`config.mk`:
```
export PLATFORM = sky130hd
export DESIGN_NAME = mem_pager_top
export DESIGN_NICKNAME = d
export VERILOG_FILES = /design/src/design/mem_map_pkg.sv /design/src/design/io_port_pkg.sv /design/src/design/page_port_decoder.sv /design/src/design/atm_pager.sv /design/src/design/addr_mapper.sv /design/src/design/mem_pager_top.sv
export SDC_FILE = /design/constraint.sdc
export NUM_CORES = 1
export LEC_CHECK = 0
export ABC_CLOCK_PERIOD_IN_PS = 2300
export BUFFER_PORTS_ARGS = -buffer_cell sky130_fd_sc_hd__buf_2
export CORE_MARGIN = 2
export CORE_UTILIZATION = 40
export DETAILED_ROUTE_END_ITERATION = 12
export PLACE_DENSITY = 0.58
export RECOVER_POWER = 100
export SYNTH_ARGS = -nofsm -noshare
export SYNTH_HDL_FRONTEND = slang
export SYNTH_SLANG_ARGS = --single-unit
```
`constraint.sdc`:
```
create_clock -name fclk -period 2.3 [get_ports fclk]
set_input_delay 0.115 -clock fclk [delete_from_list [all_inputs] [get_ports fclk]]
set_output_delay 0.115 -clock fclk [all_outputs]
set_load 0.05 [all_outputs]
```
`src/design/mem_map_pkg.sv`:
```
`default_nettype none

package mem_map_pkg;

	//////////////////////////////////////////////////
	// CPU address space
	//////////////////////////////////////////////////

	// four 16k windows over the 64k Z80 space
	localparam int NUM_WINDOWS = 4;

	typedef logic [1:0]  win_idx_t;
	typedef logic [5:0]  page_t;
	typedef logic [15:0] zaddr_t;
	typedef logic [13:0] offset_t;

	// fixed Pentagon RAM pages in windows 1 and 2
	localparam page_t RAM_PAGE_W1 = page_t'(5);
	localparam page_t RAM_PAGE_W2 = page_t'(2);

	// high byte of the TR-DOS entry area
	localparam logic [7:0] DOS_ENTRY_HI = 8'h3D;

	//////////////////////////////////////////////////
	// mapping structs
	//////////////////////////////////////////////////

	// what one window currently points at
	typedef struct packed {
		logic  is_ram;
		page_t page;
	} win_map_t;

	// memory access as seen from the Z80 side
	typedef struct packed {
		zaddr_t addr;
		logic   m1;
	} mem_req_t;

	typedef struct packed {
		logic    is_ram;
		page_t   page;
		offset_t offset;
	} map_res_t;

endpackage

`default_nettype wire

```
`src/design/io_port_pkg.sv`:
```
`default_nettype none

package io_port_pkg;

	typedef logic [15:0] io_addr_t;
	typedef logic [7:0]  io_data_t;

	// one Z80 OUT cycle
	typedef struct packed {
		io_addr_t addr;
		io_data_t data;
	} io_wr_t;

	//////////////////////////////////////////////////
	// paging port addresses
	//////////////////////////////////////////////////

	localparam io_addr_t    P7FFD_ADDR     = 16'h7FFD;
	localparam logic [7:0]  PAGER_EN_LOW   = 8'h77;
	localparam logic [11:0] ATM_PAGE_LOW12 = 12'hFF7;

	// data bit positions
	localparam int P7FFD_ROM_BIT = 4;
	localparam int P7FFD_LOCK_BIT = 5;
	localparam int PAGER_EN_BIT = 0;
	localparam int ATM_RAM_BIT = 7;

	// #7FFD state plus the ATM pager enable from #xx77
	typedef struct packed {
		logic [2:0] ram_page;
		logic       rom_sel;
		logic       lock;
		logic       pager_en;
	} pent_cfg_t;

endpackage

`default_nettype wire

```
`src/design/page_port_decoder.sv`:
```
`timescale 1ns/1ps
`default_nettype none

module page_port_decoder
	import mem_map_pkg::*;
	import io_port_pkg::*;
(
	input  logic                   fclk,
	input  logic                   arst_n,

	// Z80 I/O write
	input  logic                   io_wr_stb,
	input  io_wr_t                 io_wr,

	// paging state
	output pent_cfg_t              cfg,

	// per-window ATM page writes
	output logic [NUM_WINDOWS-1:0] atm_wr,
	output io_data_t               atm_data
);

	logic     hit_7ffd;
	logic     hit_77;
	logic     hit_ff7;
	win_idx_t wr_win;

	//////////////////////////////////////////////////
	// port address decode
	//////////////////////////////////////////////////

	// #7FFD is decoded on the full address
	assign hit_7ffd = io_wr_stb && (io_wr.addr == P7FFD_ADDR);

	// #xx77 only looks at the low byte
	assign hit_77 = io_wr_stb && (io_wr.addr[7:0] == PAGER_EN_LOW);

	// #xFF7, window taken from the top address bits
	assign hit_ff7 = io_wr_stb && (io_wr.addr[11:0] == ATM_PAGE_LOW12);

	assign wr_win = io_wr.addr[15:14];

	//////////////////////////////////////////////////
	// ATM page write strobes
	//////////////////////////////////////////////////

	always_comb
	begin
		atm_wr = '0;
		if (hit_ff7)
		begin
			atm_wr[wr_win] = 1'b1;
		end
	end

	// pagers pick the fields they need
	assign atm_data = io_wr.data;

	//////////////////////////////////////////////////
	// configuration registers
	//////////////////////////////////////////////////

	always_ff @(posedge fclk or negedge arst_n)
	begin
		if (!arst_n)
		begin
			cfg <= '0;
		end
		else
		begin
			// locked until the next reset
			if (hit_7ffd && !cfg.lock)
			begin
				cfg.ram_page <= io_wr.data[2:0];
				cfg.rom_sel  <= io_wr.data[P7FFD_ROM_BIT];
				cfg.lock     <= io_wr.data[P7FFD_LOCK_BIT];
			end

			if (hit_77)
			begin
				cfg.pager_en <= io_wr.data[PAGER_EN_BIT];
			end
		end
	end

endmodule

`default_nettype wire

```
`src/design/atm_pager.sv`:
```
`timescale 1ns/1ps
`default_nettype none

module atm_pager
	import mem_map_pkg::*;
	import io_port_pkg::*;
#(
	// window position, 0 to 3
	parameter int WINDOW = 0
)(
	input  logic      fclk,
	input  logic      arst_n,

	// page write for this window
	input  logic      atm_wr,
	input  io_data_t  atm_data,

	input  pent_cfg_t cfg,
	input  logic      dos,

	output win_map_t  win_map
);

	// one bank per rom_sel value
	win_map_t [1:0] bank;
	win_map_t       pent_map;

	//////////////////////////////////////////////////
	// ATM page registers
	//////////////////////////////////////////////////

	always_ff @(posedge fclk or negedge arst_n)
	begin
		if (!arst_n)
		begin
			// ROM page 0 in both banks
			bank <= '0;
		end
		else if (atm_wr)
		begin
			bank[cfg.rom_sel].is_ram <= atm_data[ATM_RAM_BIT];
			bank[cfg.rom_sel].page   <= atm_data[5:0];
		end
	end

	//////////////////////////////////////////////////
	// Pentagon fallback map
	//////////////////////////////////////////////////

	always_comb
	begin
		case (win_idx_t'(WINDOW))
			2'd0:
			begin
				// basic/128 ROM, TR-DOS pages above
				pent_map.is_ram = 1'b0;
				pent_map.page   = page_t'({dos, cfg.rom_sel});
			end
			2'd1:
			begin
				pent_map.is_ram = 1'b1;
				pent_map.page   = RAM_PAGE_W1;
			end
			2'd2:
			begin
				pent_map.is_ram = 1'b1;
				pent_map.page   = RAM_PAGE_W2;
			end
			default:
			begin
				// window 3 follows #7FFD
				pent_map.is_ram = 1'b1;
				pent_map.page   = page_t'(cfg.ram_page);
			end
		endcase
	end

	// ATM banks take over once the pager is enabled
	always_comb
	begin
		if (cfg.pager_en)
		begin
			win_map = bank[cfg.rom_sel];
		end
		else
		begin
			win_map = pent_map;
		end
	end

endmodule

`default_nettype wire

```
`src/design/addr_mapper.sv`:
```
`timescale 1ns/1ps
`default_nettype none

module addr_mapper
	import mem_map_pkg::*;
	import io_port_pkg::*;
(
	input  logic                       fclk,
	input  logic                       arst_n,

	// CPU memory access
	input  logic                       mem_req_stb,
	input  mem_req_t                   mem_req,

	// current window maps from the pagers
	input  win_map_t [NUM_WINDOWS-1:0] win_maps,
	input  pent_cfg_t                  cfg,

	output logic                       map_valid,
	output map_res_t                   map_res,
	output logic                       dos
);

	win_idx_t req_win;
	win_map_t sel_map;
	logic     fetch;
	logic     dos_on;
	logic     dos_off;

	//////////////////////////////////////////////////
	// window select
	//////////////////////////////////////////////////

	assign req_win = mem_req.addr[15:14];
	assign sel_map = win_maps[req_win];

	always_ff @(posedge fclk or negedge arst_n)
	begin
		if (!arst_n)
		begin
			map_valid <= 1'b0;
		end
		else
		begin
			map_valid <= mem_req_stb;
		end
	end

	// result only meaningful with map_valid
	always_ff @(posedge fclk)
	begin
		if (mem_req_stb)
		begin
			map_res.is_ram <= sel_map.is_ram;
			map_res.page   <= sel_map.page;
			map_res.offset <= mem_req.addr[13:0];
		end
	end

	//////////////////////////////////////////////////
	// TR-DOS flag
	//////////////////////////////////////////////////

	assign fetch = mem_req_stb && mem_req.m1;

	// entry needs the 48k basic ROM in window 0
	assign dos_on = fetch
		&& (mem_req.addr[15:8] == DOS_ENTRY_HI)
		&& !win_maps[0].is_ram
		&& cfg.rom_sel;

	// any fetch from #4000 up leaves TR-DOS
	assign dos_off = fetch && (req_win != '0);

	always_ff @(posedge fclk or negedge arst_n)
	begin
		if (!arst_n)
		begin
			dos <= 1'b0;
		end
		else if (dos_on)
		begin
			dos <= 1'b1;
		end
		else if (dos_off)
		begin
			dos <= 1'b0;
		end
	end

endmodule

`default_nettype wire

```
`src/design/mem_pager_top.sv`:
```
`timescale 1ns/1ps
`default_nettype none

module mem_pager_top
	import mem_map_pkg::*;
	import io_port_pkg::*;
(
	input  logic     fclk,
	input  logic     arst_n,

	// Z80 I/O writes
	input  logic     io_wr_stb,
	input  io_wr_t   io_wr,

	// Z80 memory accesses
	input  logic     mem_req_stb,
	input  mem_req_t mem_req,

	output logic     map_valid,
	output map_res_t map_res
);

	pent_cfg_t                  cfg;
	logic [NUM_WINDOWS-1:0]     atm_wr;
	io_data_t                   atm_data;
	win_map_t [NUM_WINDOWS-1:0] win_maps;
	logic                       dos;

	page_port_decoder page_port_decoder_i (
		.fclk      (fclk),
		.arst_n    (arst_n),
		.io_wr_stb (io_wr_stb),
		.io_wr     (io_wr),
		.cfg       (cfg),
		.atm_wr    (atm_wr),
		.atm_data  (atm_data)
	);

	//////////////////////////////////////////////////
	// one pager per 16k window
	//////////////////////////////////////////////////

	for (genvar w = 0; w < NUM_WINDOWS; w++)
	begin : g_pager
		atm_pager #(
			.WINDOW (w)
		) atm_pager_i (
			.fclk     (fclk),
			.arst_n   (arst_n),
			.atm_wr   (atm_wr[w]),
			.atm_data (atm_data),
			.cfg      (cfg),
			.dos      (dos),
			.win_map  (win_maps[w])
		);
	end

	addr_mapper addr_mapper_i (
		.fclk        (fclk),
		.arst_n      (arst_n),
		.mem_req_stb (mem_req_stb),
		.mem_req     (mem_req),
		.win_maps    (win_maps),
		.cfg         (cfg),
		.map_valid   (map_valid),
		.map_res     (map_res),
		.dos         (dos)
	);

endmodule

`default_nettype wire

```
# Word level (Yosys, flattened, before mapping)
# Cells that the tools add are included.
[classes]
addsub = 0
multipliers = 0
n_div = 0
n_lt_le_gt_ge = 5
n_eq_ne = 4
shift = 0
mux = 31
n_bitwise = 0
reduce_logical = 15
[ops]
columns = ["cell", "n"]
rows = [
  ["bitwise mux 14 bit", 8],
  ["two-way mux 7 bit", 14],
  ["equality test 16 x 15 -> 1 bit (second input constant)", 1],
  ["binary-select mux 7 bit (select 2 bit)", 1],
  ["demux 7 bit (select 1 bit)", 2],
  ["equality test 12 bit (second input constant)", 1],
  ["logical AND 1 bit", 11],
  ["equality test 8 x 6 -> 1 bit (second input constant)", 1],
  ["equality test 8 x 7 -> 1 bit (second input constant)", 1],
  ["< comparator 2 x 3 -> 1 bit (second input constant)", 2],
  ["two-way mux 6 bit", 1],
  ["two-way mux 4 bit", 1],
  ["nonzero test 2 bit", 2],
  ["two-way mux 1 bit", 3],
  ["demux 1 bit (select 2 bit)", 1],
  [">= comparator 2 x 1 -> 1 bit (second input constant)", 1],
  ["zero test 1 bit", 2],
  ["< comparator 1 x 2 -> 1 bit (second input constant)", 1],
  [">= comparator 1 bit (second input constant)", 1],
]
[totals]
regBits = 85
latch_bits = 0
ramBits = 0
rom_bits = 0
input_bits = 45
output_inout_bits = 22
wordCells = 80
memories = 0

# Depth between registers and ports, before layout
[depth]
ltp_word = 7
mapped_depth = 6

# Cells and area by module
# A second synthesis with hierarchy kept.
[hier_totals]
hier_cells = 266
area_unflattened_um2 = 4058.9
[by_module_without_submodules]
columns = ["module", "n_inst", "cells_per_inst", "area_each_um2", "seq_area_each_um2"]
rows = [
  ["addr_mapper", 1, 38, 893.4, 680.7],
  ["atm_pager at g_pager[3].atm_pager_i", 1, 50, 699.4, 350.3],
  ["atm_pager at g_pager[0].atm_pager_i", 1, 48, 691.9, 350.3],
  ["atm_pager at g_pager[2].atm_pager_i", 1, 46, 685.7, 350.3],
  ["atm_pager at g_pager[1].atm_pager_i", 1, 46, 683.2, 350.3],
  ["page_port_decoder", 1, 38, 405.4, 150.1],
]

# Worst setup path before layout
# Ideal clock, no wire load.
[synth_path]
kind = "register -> register"
from = "reg page_port_decoder_i.cfg[2] (netlist name)"
to = "reg addr_mapper_i.map_res[16] (netlist name)"
arrival_time_ns = 1.598
required_time_ns = 2.044
path_slack_ns = 0.446
path_stages_with_launch = 7
n_path_buf = 2
synth_period_minus_slack_ns = 1.854
path_cell_list = "dfrtp_1 buf_2 buf_2 mux4_2 nand2_1 nand2_1 a22o_1"

# Worst setup path in the final report
[layout_path]
from = "reg page_port_decoder_i.cfg[2] (netlist name)"
to = "reg g_pager[0].atm_pager_i.bank[6] (netlist bit)"
[layout_via]
elab_chain_len = 6
[layout_lines]
columns = ["element", "line_no", "source"]
rows = [
  ["< comparator 1 x 2 -> 1 bit (implied by the code) / >= comparator 1 bit (equally long branches)", "atm_pager.sv:41", "bank[cfg.rom_sel].is_ram <= atm_data[ATM_RAM_BIT];"],
  ["logical AND 1 bit (implied by the code)", "atm_pager.sv:41", ""],
  ["two-way mux 7 bit (implied by the code)", "atm_pager.sv:41", ""],
  ["demux 7 bit (select 1 bit)", "n/a", ""],
  ["bitwise mux 14 bit", "atm_pager.sv:41", ""],
  ["bitwise mux 14 bit *", "atm_pager.sv:42", "bank[cfg.rom_sel].page <= atm_data[5:0];"],
  ["end: declaration", "atm_pager.sv:25", "win_map_t [1:0] bank;"],
]
# Mark *: on every way between the ends. The rest lies on a longest branch, timed or not.
# A chain may end at the register's enable or synchronous reset.

==> run summary <==
combinational power share -> 9.1%
Req. time, crit path -> 2.54 ns
run status -> complete, no violations
worst-path maximum fanout -> 13
crit path cell chain -> buf_4, nor2_1, nor4b_4, clkbuf_1, mux2_2
Die Y -> 100 microns
syn avg cell area -> 15.4 sq um
final hold viol count -> 0
#FFs+latches synth -> 85
Residual DRC -> 0
Reg2Reg Depth -> 5
Clk Latency, worst-skew pair -> 0.35 ns
Reg area -> 0.00223 sq mm
crit-path max cell delay -> 0.53 ns
IO Count -> 67
Detail Placement HPWL -> 5350 microns
WS Path Type -> reg -> reg
clock root buffer -> clkbuf_8
Post-Syn Area -> 0.00371 sq mm
Starting Density -> 40.8%
number of synthesized flops with an enable pin -> 21
Worst path slowest cell -> clkbuf_1
CP Launch Point -> page_port_decoder_i.cfg[2]$_DFFE_PN0P_
internal power -> 2.17 mW
Total Power -> 2.94 mW
syn_nets -> 286
CTS Sinks -> 85
CP Capture Type -> flip-flop
synth top area cells -> dfrtp_1 43%, mux2_2 20%, edfxtp_1 17%
Synth warnings -> 0
WL final -> 8260 microns
Leak -> 2.07 nW
wire per inst -> 18.2 microns
Final period util -> 85.9%
area occupied by multi-input gates -> 0.00142 sq mm
post-synth top area cell -> dfrtp_1
Final Cell Area -> 0.00454 sq mm
CTS tree -> done
CTS Hold Bufs -> 15
Reg clk slew, reported paths -> 0.08 ns
Hold WC Path Type -> in -> reg
Top Layer Used -> met4
largest net degree at the start of global routing -> 53
Max Transition Viols Final -> 0
post-CTS sizing -> 0
Cells after Synth -> 241
Post-CTS Setup Inserts -> 0
switch share -> 26.2%
Die Area -> 0.0101 sq mm
Port Buffers -> 65
FF-to-FF End -> g_pager[0].atm_pager_i.bank[6]$_DFFE_PN0P_
routed via count -> 2379
met3 wire length -> 343 microns
Filler Cell Count -> 834
worst reg-to-reg setup slack -> 0.32 ns
RSZ-0062 raised after global routing -> false
Psw -> 0.770 mW
Seq/Total Area, Yosys -> 60.1%
WL met1 -> 3790 microns
grt ovf -> 0
Reg-to-Reg Start -> page_port_decoder_i.cfg[2]$_DFFE_PN0P_
DRT antenna net count -> 0
setup violators final -> 0
DR iter-0 viols -> 75
diodes inserted -> 0
metal2 WL -> 4050 microns
Max H-tree Level -> 3
Total GRT Usage -> 17.6%
Worst-Margin Slew -> 1.01 ns
clock skew -> 0.0100 ns
Core Box Area -> 0.00911 sq mm
pwr/cell area -> 647 mW/mm^2
Max IR drop VDD -> 368 uV
Post-synth ARST share -> 75.3%
crit start category -> flip-flop
post-layout minimum cycle time -> 1.98 ns
DR pass1 iterations -> 4
sequential power share -> 54.0%
die width -> 100 microns
via/cell ratio -> 5.24
MaxCap Viol Count -> 0
Site Rows -> 35
top_reg_cell synth -> dfrtp_1
Setup TNS -> 0 ns
first-pass GRT wire length -> 13100 microns
synth unique cells -> 36
initial antenna violation count -> 0
Worst Setup EP -> g_pager[0].atm_pager_i.bank[6]$_DFFE_PN0P_
share of layout cells above drive strength 1 -> 39.4%
worst-case clock buffer depth -> 2
Relative slew margins -> 32.3%
NumNets Final -> 383
area growth from synthesis to layout -> 22.2%
fmax -> 506 MHz
routability congestion estimate -> 0.718
CTS buffer count -> 9
clock network fraction of design power -> 36.9%
vias in the first global route -> 2462
Placed Area -> 0.00428 sq mm
Synth top area share -> 43.1%
critical path arrival -> 2.21 ns
## per-layer routing
layer | up-vias | track usage, %
li1 | 1106 | -
met1 | 1204 | 22.7
met2 | 61 | 29.6
met3 | 8 | 4.39
met4 | 0 | 4.85
met5 | - | 0
## through the flow
step                      utilization (%)  setup WS [ns]  hold WS, ns  std cells
after floorplan                         -          0.446       -0.181        241
after global placement               47.0          0.448       0.0264        423
after detailed placement             47.0          0.387       0.0332        423
after CTS                            50.9          0.606       0.0583        454
after global routing                 49.8          0.262       0.0796        454
final                                49.8          0.324       0.0815        454
## cell usage in the layout, fill, tap and decap left out, drive strengths merged, types with 4 or more instances in the layout
cell,count
buf,40
clkbuf,52
dfrtp,64
dlygate4sd3,15
edfxtp,21
inv,5
mux2,65
mux2i,5
mux4,10
nand2,9
nand4,7
nor2,4
nor2b,10
## how the worst min path moves through the flow
stage / from / to / slack (ns) / cells past startpoint
finish: io_wr[5] / page_port_decoder_i.cfg[1]$_DFFE_PN0P_ / 0.08 / 3
global route: io_wr[5] / page_port_decoder_i.cfg[1]$_DFFE_PN0P_ / 0.08 / 3
CTS: mem_req[0] / addr_mapper_i.dos$_DFFE_PN0P_ / 0.06 / 3
detailed placement: arst_n / g_pager[1].atm_pager_i.bank[10]$_DFFE_PN0P_ / 0.03 / 1
global placement: arst_n / g_pager[1].atm_pager_i.bank[10]$_DFFE_PN0P_ / 0.03 / 1
floorplan: arst_n / addr_mapper_i.dos$_DFFE_PN0P_ / -0.18 / 0
## cell type report
cell class / count / area share [%]
Timing Repair Buffer: 98 / 11.8
Tap cell: 111 / 3.06
Clock inverter: 7 / 1.82
Multi-Input combinational cell: 141 / 31.2
Inverter: 3 / 0.248
Sequential cell: 85 / 49.2
Clock buffer: 9 / 2.73
## logic make-up after synthesis
group                  share of synthesized area (%)
flip-flops                                      60.1
multiplexers                                    27.1
AND/OR/NAND/NOR                                 7.88
AO/OA/AOI/OAI                                   3.30
buffers and inverters                           1.62
## cell usage after synthesis, types with 3 or more instances
| cell type | n |
|---|---|
| edfxtp_1 | 21 |
| a21oi_1 | 3 |
| nand2_1 | 9 |
| mux4_2 | 10 |
| clkbuf_1 | 7 |
| mux2i_1 | 5 |
| dfrtp_1 | 64 |
| nand3_1 | 3 |
| nor2_1 | 4 |
| inv_1 | 3 |
| nand4_1 | 7 |
| mux2_2 | 65 |
| buf_2 | 3 |
| nor2b_1 | 10 |
## power groups by stage
stage	registers, mW	logic [mW]	clock network (mW)
detailed placement	1.62	0.258	0
floorplan	1.71	0.0444	0
global placement	1.62	0.255	0
CTS	1.59	0.279	1.12
finish	1.59	0.266	1.08
global route	1.59	0.288	1.19
## registers in the layout, indices dropped and copies added, names as in the netlist
| name | count |
|---|---|
| page_port_decoder_i.cfg | 6 |
| g_pager.atm_pager_i.bank | 56 |
| addr_mapper_i.map_res | 21 |
| addr_mapper_i.map_valid | 1 |
| addr_mapper_i.dos | 1 |
## worst max-delay path, delay by kind of cell (launching register included)
kind          cells  cell delay [ns]
simple gates      2             0.33
mux               1             0.40
buf+inv           2             0.74
flops             1             0.38
(Power assumes the default switching activity.)
